--- src/include/rv_dec_defs.svh ---
// rv32 decode stage constants: data width, register count, opcodes and custom funct3 codes
`ifndef RV_DEC_DEFS_SVH
`define RV_DEC_DEFS_SVH

// datapath and register file size
`define XLEN_W 32
`define REG_N  32

// accepted major opcodes
`define OPC_OP      7'b0110011
`define OPC_OP_IMM  7'b0010011
`define OPC_LUI     7'b0110111
`define OPC_CUSTOM0 7'b0001011

// custom-0 funct3 codes, funct7 must be zero
`define F3_CNTZ  3'b000
`define F3_CNTP  3'b001
`define F3_RVRS  3'b010
`define F3_HMDST 3'b011
`define F3_PKG   3'b100
`define F3_SLADD 3'b101

`endif

--- src/design/rv_dec_pkg.sv ---
// shared types of the decode stage: micro-op codes, decoded op, execute op and result
`include "rv_dec_defs.svh"

package rv_dec_pkg;

    // illegal sits at zero so a cleared register reads as no operation
    typedef enum logic [4:0] {
        UOP_ILLEGAL = 5'd0,
        UOP_ADD,
        UOP_SUB,
        UOP_AND,
        UOP_OR,
        UOP_XOR,
        UOP_SLL,
        UOP_SRL,
        UOP_SRA,
        UOP_SLT,
        UOP_SLTU,
        UOP_ADDI,
        UOP_ANDI,
        UOP_ORI,
        UOP_XORI,
        UOP_SLTI,
        UOP_SLTIU,
        UOP_SLLI,
        UOP_SRLI,
        UOP_SRAI,
        UOP_LUI,
        UOP_CNTZ,
        UOP_CNTP,
        UOP_RVRS,
        UOP_HMDST,
        UOP_PKG,
        UOP_SLADD
    } uop_e;

    typedef struct packed {
        uop_e              uop;
        logic [4:0]        rd;
        logic [4:0]        rs1;
        logic [4:0]        rs2;
        logic [`XLEN_W-1:0] imm;
        logic              use_imm;
        logic              iter;
    } dec_op_t;

    // decoded op together with both register operands
    typedef struct packed {
        dec_op_t           op;
        logic [`XLEN_W-1:0] a;
        logic [`XLEN_W-1:0] b;
    } exec_op_t;

    typedef struct packed {
        logic [4:0]        rd;
        logic [`XLEN_W-1:0] value;
        logic              illegal;
    } result_t;

endpackage

--- src/design/instr_decoder.sv ---
// instruction decoder: maps a 32-bit rv32 word onto a decoded micro-op with operands
`timescale 1ns/1ps
`include "rv_dec_defs.svh"

module instr_decoder (
    input  logic [31:0]         instr_i,
    output rv_dec_pkg::dec_op_t dec_o
);
    import rv_dec_pkg::*;

    logic [6:0]         opcode;
    logic [2:0]         funct3;
    logic [6:0]         funct7;
    logic [`XLEN_W-1:0] i_imm;
    logic [`XLEN_W-1:0] u_imm;
    uop_e               uop;

    assign opcode = instr_i[6:0];
    assign funct3 = instr_i[14:12];
    assign funct7 = instr_i[31:25];
    assign i_imm  = {{(`XLEN_W-12){instr_i[31]}}, instr_i[31:20]};
    assign u_imm  = {instr_i[31:12], 12'b0};

    // anything not matched below stays illegal
    always_comb begin
        uop = UOP_ILLEGAL;
        case (opcode)
            `OPC_OP: begin
                if (funct7 == 7'b0000000) begin
                    case (funct3)
                        3'b000: uop = UOP_ADD;
                        3'b001: uop = UOP_SLL;
                        3'b010: uop = UOP_SLT;
                        3'b011: uop = UOP_SLTU;
                        3'b100: uop = UOP_XOR;
                        3'b101: uop = UOP_SRL;
                        3'b110: uop = UOP_OR;
                        default: uop = UOP_AND;
                    endcase
                end else if (funct7 == 7'b0100000) begin
                    if (funct3 == 3'b000) begin
                        uop = UOP_SUB;
                    end else if (funct3 == 3'b101) begin
                        uop = UOP_SRA;
                    end
                end
            end
            `OPC_OP_IMM: begin
                case (funct3)
                    3'b000: uop = UOP_ADDI;
                    3'b010: uop = UOP_SLTI;
                    3'b011: uop = UOP_SLTIU;
                    3'b100: uop = UOP_XORI;
                    3'b110: uop = UOP_ORI;
                    3'b111: uop = UOP_ANDI;
                    3'b001: begin
                        if (funct7 == 7'b0000000) uop = UOP_SLLI;
                    end
                    default: begin
                        // shift right, funct7 picks logical or arithmetic
                        if (funct7 == 7'b0000000) begin
                            uop = UOP_SRLI;
                        end else if (funct7 == 7'b0100000) begin
                            uop = UOP_SRAI;
                        end
                    end
                endcase
            end
            `OPC_LUI: uop = UOP_LUI;
            `OPC_CUSTOM0: begin
                if (funct7 == 7'b0000000) begin
                    case (funct3)
                        `F3_CNTZ:  uop = UOP_CNTZ;
                        `F3_CNTP:  uop = UOP_CNTP;
                        `F3_RVRS:  uop = UOP_RVRS;
                        `F3_HMDST: uop = UOP_HMDST;
                        `F3_PKG:   uop = UOP_PKG;
                        `F3_SLADD: uop = UOP_SLADD;
                        default:   uop = UOP_ILLEGAL;
                    endcase
                end
            end
            default: uop = UOP_ILLEGAL;
        endcase
    end

    always_comb begin
        dec_o.uop     = uop;
        dec_o.rd      = instr_i[11:7];
        dec_o.rs1     = instr_i[19:15];
        dec_o.rs2     = instr_i[24:20];
        dec_o.use_imm = (uop != UOP_ILLEGAL) && (opcode == `OPC_OP_IMM || opcode == `OPC_LUI);
        dec_o.imm     = (opcode == `OPC_LUI) ? u_imm : i_imm;
        dec_o.iter    = (uop == UOP_CNTZ) || (uop == UOP_CNTP) ||
                        (uop == UOP_RVRS) || (uop == UOP_HMDST);
    end

    // the iterative path only starts from a legal custom-0 word with funct3 below 4
    iter_legal_a: assert final (!dec_o.iter ||
        (opcode == `OPC_CUSTOM0 && funct7 == 7'b0000000 && !funct3[2]))
        else $error("iterative flag set on a word that is not an iterative op");

endmodule

--- src/design/reg_file.sv ---
// integer register file: two combinational read ports and one write port, x0 reads zero
`timescale 1ns/1ps
`include "rv_dec_defs.svh"

module reg_file (
    input  logic               clk_i,
    input  logic               rst_i,
    input  logic [4:0]         rd_addr_a_i,
    input  logic [4:0]         rd_addr_b_i,
    output logic [`XLEN_W-1:0] rd_data_a_o,
    output logic [`XLEN_W-1:0] rd_data_b_o,
    input  logic               wr_en_i,
    input  logic [4:0]         wr_addr_i,
    input  logic [`XLEN_W-1:0] wr_data_i
);
    // x0 has no storage
    logic [`XLEN_W-1:0] regs_q [1:`REG_N-1];

    always_ff @(posedge clk_i) begin
        if (rst_i) begin
            for (int i = 1; i < `REG_N; i++) begin
                regs_q[i] <= '0;
            end
        end else if (wr_en_i && wr_addr_i != 5'd0) begin
            regs_q[wr_addr_i] <= wr_data_i;
        end
    end

    assign rd_data_a_o = (rd_addr_a_i == 5'd0) ? '0 : regs_q[rd_addr_a_i];
    assign rd_data_b_o = (rd_addr_b_i == 5'd0) ? '0 : regs_q[rd_addr_b_i];

endmodule

--- src/design/issue_ctrl.sv ---
// issue controller: accepts one instruction, sequences decode, execute and result handshake
`timescale 1ns/1ps
`include "rv_dec_defs.svh"

module issue_ctrl (
    input  logic                 clk_i,
    input  logic                 rst_i,
    input  logic                 instr_valid_i,
    input  logic [31:0]          instr_i,
    output logic                 instr_ready_o,
    input  rv_dec_pkg::dec_op_t  dec_i,
    input  logic [`XLEN_W-1:0]   rs1_val_i,
    input  logic [`XLEN_W-1:0]   rs2_val_i,
    output rv_dec_pkg::exec_op_t exec_o,
    input  logic [`XLEN_W-1:0]   alu_val_i,
    output logic                 iter_load_o,
    output logic                 iter_step_o,
    input  logic [`XLEN_W-1:0]   iter_val_i,
    output logic                 cnt_clear_o,
    input  logic                 cnt_last_i,
    output logic                 res_valid_o,
    output rv_dec_pkg::result_t  res_o,
    input  logic                 res_ready_i,
    output logic                 wr_en_o,
    output logic [4:0]           wr_addr_o,
    output logic [`XLEN_W-1:0]   wr_data_o,
    output logic [31:0]          instr_o
);
    import rv_dec_pkg::*;

    typedef enum logic [2:0] {
        S_IDLE,
        S_DECODE,
        S_EXEC,
        S_ITER,
        S_DONE
    } state_e;

    state_e      state_q;
    state_e      state_d;
    logic [31:0] instr_q;
    exec_op_t    exec_q;
    result_t     res_q;
    logic        exec_illegal;

    assign exec_illegal = (exec_q.op.uop == UOP_ILLEGAL);

    always_comb begin
        state_d = state_q;
        case (state_q)
            S_IDLE:   if (instr_valid_i) state_d = S_DECODE;
            S_DECODE: state_d = S_EXEC;
            S_EXEC:   state_d = exec_q.op.iter ? S_ITER : S_DONE;
            S_ITER:   if (cnt_last_i) state_d = S_DONE;
            S_DONE:   if (res_ready_i) state_d = S_IDLE;
            default:  state_d = S_IDLE;
        endcase
    end

    always_ff @(posedge clk_i) begin
        if (rst_i) begin
            state_q <= S_IDLE;
            instr_q <= '0;
            exec_q  <= '0;
            res_q   <= '0;
        end else begin
            state_q <= state_d;
            if (state_q == S_IDLE && instr_valid_i) begin
                instr_q <= instr_i;
            end
            if (state_q == S_DECODE) begin
                exec_q <= '{op: dec_i, a: rs1_val_i, b: rs2_val_i};
            end
            // single-cycle and illegal ops finish here
            if (state_q == S_EXEC && !exec_q.op.iter) begin
                res_q.rd      <= exec_q.op.rd;
                res_q.value   <= exec_illegal ? '0 : alu_val_i;
                res_q.illegal <= exec_illegal;
            end
            // iter value already includes the final step
            if (state_q == S_ITER && cnt_last_i) begin
                res_q.rd      <= exec_q.op.rd;
                res_q.value   <= iter_val_i;
                res_q.illegal <= 1'b0;
            end
        end
    end

    assign instr_ready_o = (state_q == S_IDLE);
    assign instr_o       = instr_q;
    assign exec_o        = exec_q;
    assign iter_load_o   = (state_q == S_EXEC) && exec_q.op.iter;
    assign cnt_clear_o   = (state_q == S_EXEC) && exec_q.op.iter;
    assign iter_step_o   = (state_q == S_ITER);
    assign res_valid_o   = (state_q == S_DONE);
    assign res_o         = res_q;

    // write-back happens on the result handshake edge
    assign wr_en_o   = res_valid_o && res_ready_i && !res_q.illegal;
    assign wr_addr_o = res_q.rd;
    assign wr_data_o = res_q.value;

    res_hold_a: assert property (@(posedge clk_i) disable iff (rst_i)
        (res_valid_o && !res_ready_i) |=> (res_valid_o && $stable(res_o)))
        else $error("result changed or dropped before it was taken");

    // after an accept, the next accept waits for the result handshake
    one_in_flight_a: assert property (@(posedge clk_i) disable iff (rst_i)
        (instr_valid_i && instr_ready_o) |=>
            (!instr_ready_o until (res_valid_o && res_ready_i)))
        else $error("new instruction accepted while a result is pending");

endmodule

--- src/design/bit_step_counter.sv ---
// step counter for the iterative unit: counts 32 steps and flags the last one
`timescale 1ns/1ps
`include "rv_dec_defs.svh"

module bit_step_counter (
    input  logic clk_i,
    input  logic rst_i,
    input  logic clear_i,
    input  logic step_i,
    output logic last_o
);
    localparam int CNT_W = $clog2(`XLEN_W);

    logic [CNT_W-1:0] cnt_q;

    always_ff @(posedge clk_i) begin
        if (rst_i || clear_i) begin
            cnt_q <= '0;
        end else if (step_i) begin
            cnt_q <= cnt_q + 1'b1;
        end
    end

    assign last_o = (cnt_q == CNT_W'(`XLEN_W - 1));

    // once the last step is taken, no more steps until the next clear
    no_overrun_a: assert property (@(posedge clk_i) disable iff (rst_i)
        (step_i && last_o) |=> (!step_i until clear_i))
        else $error("step after last without clear");

endmodule

--- src/design/alu_single.sv ---
// single-cycle execute unit: arithmetic, logic, shift, compare, lui, pkg and sladd
`timescale 1ns/1ps
`include "rv_dec_defs.svh"

module alu_single (
    input  rv_dec_pkg::exec_op_t exec_i,
    output logic [`XLEN_W-1:0]   value_o
);
    import rv_dec_pkg::*;

    localparam int HALF_W = `XLEN_W / 2;

    logic [`XLEN_W-1:0] a;
    logic [`XLEN_W-1:0] b;
    logic [4:0]         shamt;

    assign a     = exec_i.a;
    assign b     = exec_i.op.use_imm ? exec_i.op.imm : exec_i.b;
    assign shamt = b[4:0];

    always_comb begin
        case (exec_i.op.uop)
            UOP_ADD,  UOP_ADDI: value_o = a + b;
            UOP_SUB:            value_o = a - b;
            UOP_AND,  UOP_ANDI: value_o = a & b;
            UOP_OR,   UOP_ORI:  value_o = a | b;
            UOP_XOR,  UOP_XORI: value_o = a ^ b;
            UOP_SLL,  UOP_SLLI: value_o = a << shamt;
            UOP_SRL,  UOP_SRLI: value_o = a >> shamt;
            UOP_SRA,  UOP_SRAI: value_o = $signed(a) >>> shamt;
            UOP_SLT,  UOP_SLTI: begin
                value_o = {{(`XLEN_W-1){1'b0}}, $signed(a) < $signed(b)};
            end
            UOP_SLTU, UOP_SLTIU: begin
                value_o = {{(`XLEN_W-1){1'b0}}, a < b};
            end
            // immediate is already shifted into the upper bits
            UOP_LUI:   value_o = exec_i.op.imm;
            UOP_PKG:   value_o = {b[HALF_W-1:0], a[HALF_W-1:0]};
            UOP_SLADD: value_o = (a << 1) + b;
            // illegal and iterative ops are not handled here
            default:   value_o = '0;
        endcase
    end

endmodule

--- src/design/bit_iter_unit.sv ---
// iterative bit engine: zero count, population count, hamming distance and bit reverse
`timescale 1ns/1ps
`include "rv_dec_defs.svh"

module bit_iter_unit (
    input  logic                 clk_i,
    input  logic                 rst_i,
    input  logic                 load_i,
    input  logic                 step_i,
    input  rv_dec_pkg::exec_op_t exec_i,
    output logic [`XLEN_W-1:0]   value_o
);
    import rv_dec_pkg::*;

    logic [`XLEN_W-1:0] work_q;
    logic [`XLEN_W-1:0] acc_q;
    logic [`XLEN_W-1:0] acc_d;
    logic               bit0;

    assign bit0 = work_q[0];

    // accumulator after examining the current low bit
    always_comb begin
        case (exec_i.op.uop)
            UOP_CNTZ:  acc_d = acc_q + {{(`XLEN_W-1){1'b0}}, ~bit0};
            UOP_CNTP,
            UOP_HMDST: acc_d = acc_q + {{(`XLEN_W-1){1'b0}}, bit0};
            // first bit examined ends up at the top after all steps
            UOP_RVRS:  acc_d = {acc_q[`XLEN_W-2:0], bit0};
            default:   acc_d = acc_q;
        endcase
    end

    always_ff @(posedge clk_i) begin
        if (rst_i) begin
            work_q <= '0;
            acc_q  <= '0;
        end else if (load_i) begin
            work_q <= (exec_i.op.uop == UOP_HMDST) ? (exec_i.a ^ exec_i.b) : exec_i.a;
            acc_q  <= '0;
        end else if (step_i) begin
            work_q <= work_q >> 1;
            acc_q  <= acc_d;
        end
    end

    // includes the step in progress, so the last step's value is final
    assign value_o = acc_d;

endmodule

--- src/design/core_dec_top.sv ---
// decode and register-read subsystem top: instruction stream in, result stream out
`timescale 1ns/1ps
`include "rv_dec_defs.svh"

module core_dec_top (
    input  logic                clk_i,
    input  logic                rst_i,
    input  logic                instr_valid_i,
    input  logic [31:0]         instr_i,
    output logic                instr_ready_o,
    output logic                res_valid_o,
    output rv_dec_pkg::result_t res_o,
    input  logic                res_ready_i
);
    import rv_dec_pkg::*;

    logic [31:0]        instr_q;
    dec_op_t            dec_op;
    exec_op_t           exec_op;
    logic [`XLEN_W-1:0] rs1_val;
    logic [`XLEN_W-1:0] rs2_val;
    logic [`XLEN_W-1:0] alu_val;
    logic [`XLEN_W-1:0] iter_val;
    logic               iter_load;
    logic               iter_step;
    logic               cnt_clear;
    logic               cnt_last;
    logic               wr_en;
    logic [4:0]         wr_addr;
    logic [`XLEN_W-1:0] wr_data;

    issue_ctrl u_ctrl (
        .clk_i         (clk_i),
        .rst_i         (rst_i),
        .instr_valid_i (instr_valid_i),
        .instr_i       (instr_i),
        .instr_ready_o (instr_ready_o),
        .dec_i         (dec_op),
        .rs1_val_i     (rs1_val),
        .rs2_val_i     (rs2_val),
        .exec_o        (exec_op),
        .alu_val_i     (alu_val),
        .iter_load_o   (iter_load),
        .iter_step_o   (iter_step),
        .iter_val_i    (iter_val),
        .cnt_clear_o   (cnt_clear),
        .cnt_last_i    (cnt_last),
        .res_valid_o   (res_valid_o),
        .res_o         (res_o),
        .res_ready_i   (res_ready_i),
        .wr_en_o       (wr_en),
        .wr_addr_o     (wr_addr),
        .wr_data_o     (wr_data),
        .instr_o       (instr_q)
    );

    instr_decoder u_dec (
        .instr_i (instr_q),
        .dec_o   (dec_op)
    );

    reg_file u_rf (
        .clk_i       (clk_i),
        .rst_i       (rst_i),
        .rd_addr_a_i (dec_op.rs1),
        .rd_addr_b_i (dec_op.rs2),
        .rd_data_a_o (rs1_val),
        .rd_data_b_o (rs2_val),
        .wr_en_i     (wr_en),
        .wr_addr_i   (wr_addr),
        .wr_data_i   (wr_data)
    );

    bit_step_counter u_cnt (
        .clk_i   (clk_i),
        .rst_i   (rst_i),
        .clear_i (cnt_clear),
        .step_i  (iter_step),
        .last_o  (cnt_last)
    );

    alu_single u_alu (
        .exec_i  (exec_op),
        .value_o (alu_val)
    );

    bit_iter_unit u_iter (
        .clk_i   (clk_i),
        .rst_i   (rst_i),
        .load_i  (iter_load),
        .step_i  (iter_step),
        .exec_i  (exec_op),
        .value_o (iter_val)
    );

endmodule

--- config.mk ---
export PLATFORM = sky130hd
export DESIGN_NAME = core_dec_top
export DESIGN_NICKNAME = d
export VERILOG_FILES = /design/src/design/rv_dec_pkg.sv /design/src/design/instr_decoder.sv /design/src/design/reg_file.sv /design/src/design/issue_ctrl.sv /design/src/design/bit_step_counter.sv /design/src/design/alu_single.sv /design/src/design/bit_iter_unit.sv /design/src/design/core_dec_top.sv
export VERILOG_INCLUDE_DIRS = /design/src /design/src/include
export SDC_FILE = /design/constraint.sdc
export NUM_CORES = 2
export LEC_CHECK = 0
export BUFFER_PORTS_ARGS = -buffer_cell sky130_fd_sc_hd__clkbuf_2
export CAP_MARGIN = 15
export CELL_PAD_IN_SITES_DETAIL_PLACEMENT = 1
export CELL_PAD_IN_SITES_GLOBAL_PLACEMENT = 2
export CORE_ASPECT_RATIO = 1.4
export CORE_MARGIN = 4
export CORE_UTILIZATION = 30
export CTS_CLUSTER_SIZE = 24
export DETAILED_ROUTE_END_ITERATION = 6
export GPL_TIMING_DRIVEN = 0
export PLACE_DENSITY = 0.55
export SETUP_SLACK_MARGIN = 0.4
export SLEW_MARGIN = 20
export SYNTH_ARGS = -nofsm -noshare
export SYNTH_HDL_FRONTEND = slang
export SYNTH_SLANG_ARGS = --single-unit
--- constraint.sdc ---
create_clock -name clk_i -period 5.3 [get_ports clk_i]
set_input_delay 1.06 -clock clk_i [delete_from_list [all_inputs] [get_ports clk_i]]
set_output_delay 1.06 -clock clk_i [all_outputs]
set_load 0.02 [all_outputs]
### After elaboration in Yosys (flattened, before gate mapping)

Memory sizes are Yosys's and may differ from the RTL's. A register that Yosys moved wholly into a read port is not among the register bits.
Index checks and enable logic that the tools add are counted.
W data, S select, Z words.

| cells by class | value |
|---|---|
| reduce and logical (&&, ||, !) cells | 39 |
| shift-type cells | 3 |
| eq/ne operators | 50 |
| bitwise gates (word level) | 5 |
| add/sub/neg operators | 6 |
| magnitude comparators | 2 |
| mux-type cells | 41 |

Operators with widths:

| cell | number |
|---|---|
| $pmux W32 S13 | 1 |
| $mux W32 | 8 |
| $pmux W32 S3 | 1 |
| $eq A5 B5 Y1 const B | 16 |
| $mux W38 | 2 |
| $add A32 B1 Y32 | 2 |
| $add A32 B32 Y32 | 2 |
| $lt A32 B32 Y1 | 2 |
| $xor A32 B32 Y32 | 2 |
| $mux W5 | 12 |
| $eq A5 B4 Y1 const B | 8 |
| $pmux W5 S7 | 1 |
| $and A32 B32 Y32 | 1 |
| $or A32 B32 Y32 | 1 |
| $reduce_or A32 Y1 | 1 |
| $shl A32 B5 Y32 | 1 |
| $shr A32 B5 Y32 | 1 |
| $sshr A32 B5 Y32 | 1 |
| $sub A32 B32 Y32 | 1 |
| $mux W31 | 1 |
| $pmux W5 S6 | 1 |
| $pmux W4 S7 | 1 |
| $reduce_or A2 Y1 | 12 |
| $eq A7 B6 Y1 const B | 3 |
| 26 further kinds | 64 |

| word-level totals | value |
|---|---|
| logic and storage cells | 162 |
| memory bits (writable) | 992 |
| memories | 1 |
| output and inout port bits | 40 |
| register bits | 250 |
| input port bits | 36 |

Memory list:

| name | words | width | read ports | clocked after memory_dff | write ports | line | text |
|---|---|---|---|---|---|---|---|
| u_rf.regs_q | 31 | 32 | 2 | 2 | 31 | reg_file.sv:17 | `` logic [`XLEN_W-1:0] regs_q [1:`REG_N-1]; `` |

### Depth between registers and ports, before layout

| depth | value |
|---|---|
| depth after elaboration | 10 |
| depth in mapped cells | 18 |
| mapped depth without buffers | 15 |

### Modules after synthesis

From an unflattened synthesis, not the netlist that was laid out.

| second synthesis, totals | value |
|---|---|
| cell total of the unflattened synthesis | 7,205 |
| area total of the unflattened synthesis | 79,188.4 um2 |

By module, submodules not included:

| module | area each (um2) | seq. area each (um2) | cells each | instances |
|---|---|---|---|---|
| reg_file | 54,631.1 | 30,749.5 | 3,765 | 1 |
| alu_single | 11,267.1 | 0.0 | 1,720 | 1 |
| issue_ctrl | 7,454.6 | 3,823.7 | 938 | 1 |
| bit_iter_unit | 4,737.0 | 1,281.2 | 633 | 1 |
| instr_decoder | 838.3 | 0.0 | 126 | 1 |
| bit_step_counter | 260.2 | 100.1 | 23 | 1 |

### Least setup slack after synthesis

OpenSTA, ideal clock, no wires.

| timing path | value |
|---|---|
| path kind | input to register |
| start point | in rst_i |
| end point | mem u_rf.regs_q[29][0] in the netlist's numbering (enable) |
| path slack | 478 ps |
| required time | 4,834 ps |
| arrival time | 4,356 ps |
| cell stages on the path | 4 |
| path buffers | 1 |
| setup time | 466 ps |
| cells stage by stage | nor4b_1 nand3b_1 clkbuf_1 o21ai_0 |

RTL lines:

| element | line | text |
|---|---|---|
| start, declared | core_dec_top.sv:7 | `input logic rst_i,` |
| end, declared | reg_file.sv:17 |  |

### Worst setup path in the final report

| timing path | value |
|---|---|
| start point | reg u_ctrl.exec_q (netlist bit u_ctrl.exec_o[65]) |
| end point | reg u_ctrl.res_q (netlist bit u_ctrl.wr_data_o[7]) |

| on the way | value |
|---|---|
| word-level cells in the longest chain between the ends | 6 |
| elaborated cells on any way between the ends | 14 |
| those cells by class | add/sub (3); shift (3); mux (5); bitwise (3) |

Ends and longest elaborated chain:

| element | line | text |
|---|---|---|
| start, declared | issue_ctrl.sv:42 | `exec_op_t exec_q;` |
| start signal, assigned | issue_ctrl.sv:72 | `exec_q <= '{op: dec_i, a: rs1_val_i, b: rs2_val_i};` |
| $mux W32 * | alu_single.sv:18 | `assign b = exec_i.op.use_imm ? exec_i.op.imm : exec_i.b;` |
| $add A32 B32 Y32, or another cell as far along | alu_single.sv:40 | `UOP_SLADD: value_o = (a << 1) + b;` |
| $pmux W32 S13 * | alu_single.sv:22 | `case (exec_i.op.uop)` |
| $mux W32 * | issue_ctrl.sv:77 | `res_q.value <= exec_illegal ? '0 : alu_val_i;` |
| $mux W38 * | issue_ctrl.sv:75 | `if (state_q == S_EXEC && !exec_q.op.iter) begin` |
| $mux W38 * | issue_ctrl.sv:81 | `if (state_q == S_ITER && cnt_last_i) begin` |
| end, declared | issue_ctrl.sv:43 | `result_t res_q;` |

Every way passes the cells marked *; elsewhere a longest branch is shown, timed or not. The select of a mux whose other input is x is not followed.
A chain may end at the register's enable or synchronous reset.

==> reports/metrics.csv <==
metric;value;unit
placed_area;0.08358;mm2
io_buffers;75;
reg2reg_depth;11;
first_global_vias;61370;
crit_arrival;5600;ps
post-route-cell-area;0.08955;mm2
post-route-min-period;4954;ps
final_net_count;6924;
cts_hold_repair.buffers;0;
power_density;400.0;mW/mm2
ant_nets;0;
dp_slack;-3274;ps
yosysTopAreaCellShare;0.3999;
die-height;607.0;um
setup.worst_path.end_class;flop;
synth-main-ff-cell;sky130_fd_sc_hd__edfxtp_1;
cts-root-buf;sky130_fd_sc_hd__clkbuf_16;
cts.reportedPaths.clkPinSlew;60;ps
worst_clock_skew;48.18;ps
fmaxAchievable;0.2018;GHz
tritoncts;yes;
gp_routability_congestion;0.9861;
rows;219;
post_synth_inst_count;6401;
grt_antenna_before_repair;30;
global_route_wire_length_before_repair;524.1;mm
cts_buffers;155;
tns;0;ps
htree_num_levels;4;
pin_count;76;
timing.final.crit_share;0.9348;
share_of_the_yosys_chip_area_belonging_to_registers;0.4676;
min_delay_path_depth;2;
post_synth_instance_area;0.07688;mm2
grt_start_max_net_pins;20;
critPathRequiredTime;5950;ps
r2r-start;u_ctrl.exec_o[65]$_SDFFE_PP0P_;
timing.critical_path.fanout_max;8;
setup_violations;0;
holdPathEnd;u_ctrl.exec_o[110]$_SDFFE_PP0P_;
drt_pass1_iterations;5;
place_hpwl;325.6;mm
die-area;0.2646;mm2
yosys_top_cell_by_area;sky130_fd_sc_hd__edfxtp_1;
synth_seq_cells;1284;
distinct_cells_synth;96;
start_util;0.3020;
hp-class;flop to flop;
finalHoldViolations;0;
place_inst;9886;
gr_ovfl_total;0;
cts_num_sinks;1284;
drive_gt1_frac;0.2012;
globalRouteTotalUtil;0.2898;
outcome;completed;
finalMaxSlewViolations;0;
die_w;435.9;um
power.ir.vdd_worst;0.0005165;V
critPathKind;flop to flop;
worst-r2r-setup-slack;350;ps
yosys-top-cells-area;sky130_fd_sc_hd__edfxtp_1 40%, sky130_fd_sc_hd__mux4_2 20%, sky130_fd_sc_hd__and2_1 8.2%, sky130_fd_sc_hd__dfxtp_1 6.8%, sky130_fd_sc_hd__a21oi_1 2.6%;
reg2reg_to;u_ctrl.wr_data_o[7]$_SDFFE_PP0P_;
vias_per_cell;5.591;
fin_ws;345.6;ps
power.static_leakage;30.55;nW
clock_latency;810;ps
rsz_0062_raised_after_global_routing;yes;
ys.warnings.count;0;
wl_cell;38.16;um
async_set_or_reset_flop_fraction_in_the_synthesized_netlist;0;
cts_max_path_buffers;4;
syn_area_per_cell;12.01;um2
slew_headroom;0.07016;
area_growth_syn_to_layout;16.48;%
dr_total_vias;57130;
max-cap-violations;0;
fin_cells;10220;
iter_0_drt_violations;4499;
worst_pin_slew;1390;ps
synth-edff-count;1024;
worstSetupStartpointType;flop;
drc_errors;0;
finalWirelength;390.0;mm
core_region_area;0.2546;mm2
hold_path.startpoint;u_ctrl.instr_o[9]$_SDFFE_PP0P_;
-- registers in the layout, indices dropped and copies added, names as in the netlist, 3 cells and up, named ones only --
register	flops
u_iter.acc_q	32
u_iter.work_q	32
u_ctrl.instr_o	32
u_ctrl.exec_o	108
u_cnt.cnt_q	5
u_ctrl.wr_addr_o	5
u_ctrl.wr_data_o	32
u_rf.regs_q	1024
u_ctrl.state_q	3
-- cell usage after synthesis (12+ instances only) --
cell,instances
sky130_fd_sc_hd__xnor2_1,60
sky130_fd_sc_hd__buf_2,18
sky130_fd_sc_hd__nor3_1,65
sky130_fd_sc_hd__inv_1,122
sky130_fd_sc_hd__nand3_1,81
sky130_fd_sc_hd__a22oi_1,37
sky130_fd_sc_hd__and3_1,15
sky130_fd_sc_hd__dfxtp_1,260
sky130_fd_sc_hd__mux2_2,13
sky130_fd_sc_hd__nor2_1,390
sky130_fd_sc_hd__nor2b_1,13
sky130_fd_sc_hd__buf_1,81
sky130_fd_sc_hd__and2_1,1012
sky130_fd_sc_hd__a21oi_1,393
sky130_fd_sc_hd__nand2b_1,23
sky130_fd_sc_hd__nor4_1,17
sky130_fd_sc_hd__a311oi_1,37
sky130_fd_sc_hd__mux4_2,670
sky130_fd_sc_hd__o21ai_0,229
sky130_fd_sc_hd__edfxtp_1,1024
sky130_fd_sc_hd__o22ai_1,43
sky130_fd_sc_hd__nand4_1,22
sky130_fd_sc_hd__a211oi_1,42
sky130_fd_sc_hd__ha_1,131
sky130_fd_sc_hd__a221o_1,15
sky130_fd_sc_hd__o21a_1,12
sky130_fd_sc_hd__a221oi_1,36
sky130_fd_sc_hd__o211ai_1,35
sky130_fd_sc_hd__a2bb2oi_1,12
sky130_fd_sc_hd__clkbuf_1,517
sky130_fd_sc_hd__a21o_1,44
sky130_fd_sc_hd__a31oi_1,31
sky130_fd_sc_hd__mux2i_1,191
sky130_fd_sc_hd__nand2_1,437
sky130_fd_sc_hd__o31ai_1,13
sky130_fd_sc_hd__xor2_1,14
sky130_fd_sc_hd__or3_1,17
-- per-stage QoR --
| stage | hold slack, ps | power [mW] | utilization |
|---|---|---|---|
| final | 456.5 | 35.82 | 0.3518 |
| after global routing | 464.3 | 36.98 | 0.3515 |
| after CTS | 444.1 | 35.97 | 0.3503 |
| after detailed placement | 453.5 | 24.68 | 0.3283 |
| after global placement | 444.8 | 24.34 | 0.3203 |
| after floorplan | 432.0 | 18.66 | - |
-- report_power, final --
part	switching [mW]	internal, mW	total [mW]
sequential	0.728	11.4	12.1
clock	4.43	6.21	10.6
combinational	8.51	4.57	13.1
-- layout by cell type (no fill, tap or decap), types with 42 or more instances in the layout --
master	n
sky130_fd_sc_hd__nor2_1	388
sky130_fd_sc_hd__nand2_1	435
sky130_fd_sc_hd__ha_1	128
sky130_fd_sc_hd__nand3_1	81
sky130_fd_sc_hd__buf_2	44
sky130_fd_sc_hd__clkbuf_1	478
sky130_fd_sc_hd__xnor2_1	46
sky130_fd_sc_hd__o22ai_1	42
sky130_fd_sc_hd__mux4_2	670
sky130_fd_sc_hd__inv_1	120
sky130_fd_sc_hd__a21o_1	42
sky130_fd_sc_hd__mux2i_1	176
sky130_fd_sc_hd__a21oi_1	382
sky130_fd_sc_hd__clkbuf_16	158
sky130_fd_sc_hd__nor3_1	56
sky130_fd_sc_hd__edfxtp_1	1024
sky130_fd_sc_hd__clkbuf_2	151
sky130_fd_sc_hd__and2_1	1012
sky130_fd_sc_hd__o21ai_0	186
sky130_fd_sc_hd__dfxtp_1	252
-- routing by layer --
| metal | vias to the layer above | wire length, um | part of all wire | track usage |
|---|---|---|---|---|
| met3 | 690 | 13730 | 0.035 | 0.03450 |
| met1 | 30010 | 134200 | 0.34 | 0.2944 |
| met2 | 1515 | 204800 | 0.53 | 0.5396 |
| li1 | 24900 | - | - | - |
| met5 | - | 113 | 0.00029 | 0 |
| met4 | 16 | 37190 | 0.095 | 0.2244 |
-- worst max-delay path by stage --
stage,startpoint,to,depth (start not counted)
global route,u_ctrl.exec_o[65]$_SDFFE_PP0P_,u_ctrl.wr_data_o[30]$_SDFFE_PP0P_,17
detailed placement,u_ctrl.exec_o[69]$_SDFFE_PP0P_,u_ctrl.wr_data_o[19]$_SDFFE_PP0P_,15
global placement,res_ready_i,u_rf.regs_q[5][17]$_SDFFCE_PN0P_,5
finish,u_ctrl.exec_o[65]$_SDFFE_PP0P_,u_ctrl.wr_data_o[7]$_SDFFE_PP0P_,11
floorplan,rst_i,u_rf.regs_q[29][0]$_SDFFCE_PN0P_,4
CTS,u_ctrl.exec_o[65]$_SDFFE_PP0P_,u_ctrl.wr_data_o[26]$_SDFFE_PP0P_,16
-- cell type report --
class | count | area [um2]
diodes | 34 | 85.08
plain buffers | 627 | 2720
clock buffers | 211 | 4260
clock inverters | 62 | 615.6
fillers | 27160 | 165000
inverters | 126 | 486.7
multi-input cells | 4395 | 39300
flip-flops and latches | 1284 | 35960
well taps | 3315 | 4148
repair buffers | 165 | 1973
-- worst max-delay path, cell delays in order, from the launching register on --
cell and delay [ps]:
sky130_fd_sc_hd__dfxtp_1 350, sky130_fd_sc_hd__buf_12 180, sky130_fd_sc_hd__mux2i_2 320, sky130_fd_sc_hd__buf_6 210
sky130_fd_sc_hd__mux2i_1 870, sky130_fd_sc_hd__mux2i_1 360, sky130_fd_sc_hd__mux2i_1 780, sky130_fd_sc_hd__o21ai_0 230
sky130_fd_sc_hd__o22ai_1 320, sky130_fd_sc_hd__o21ai_0 270, sky130_fd_sc_hd__a2111oi_0 700, sky130_fd_sc_hd__o22ai_1 180
-- cell families after synthesis --
logic type                 count (synthesis)  share of synthesized area
muxes                                    878                     0.2237
adders and majority gates                134                    0.02210
and+or+nand+nor                         2152                     0.1472
xor gates and xnor gates                  74                   0.008430
buffers and inverters                    753                    0.03787
DFF                                     1284                     0.4676
AOI/OAI and AO/OA                       1125                    0.09296
other                                      1                 0.00004877
-- timing repair --
item / 4_1_cts / 5_1_grt
gates resized for setup: 167 / 59
endpoints found under the setup margin: 37 / 27
pin swaps: 10 / 8
buffers inserted: 15 / 9
Note: power is estimated with default switching activity, not from simulation.
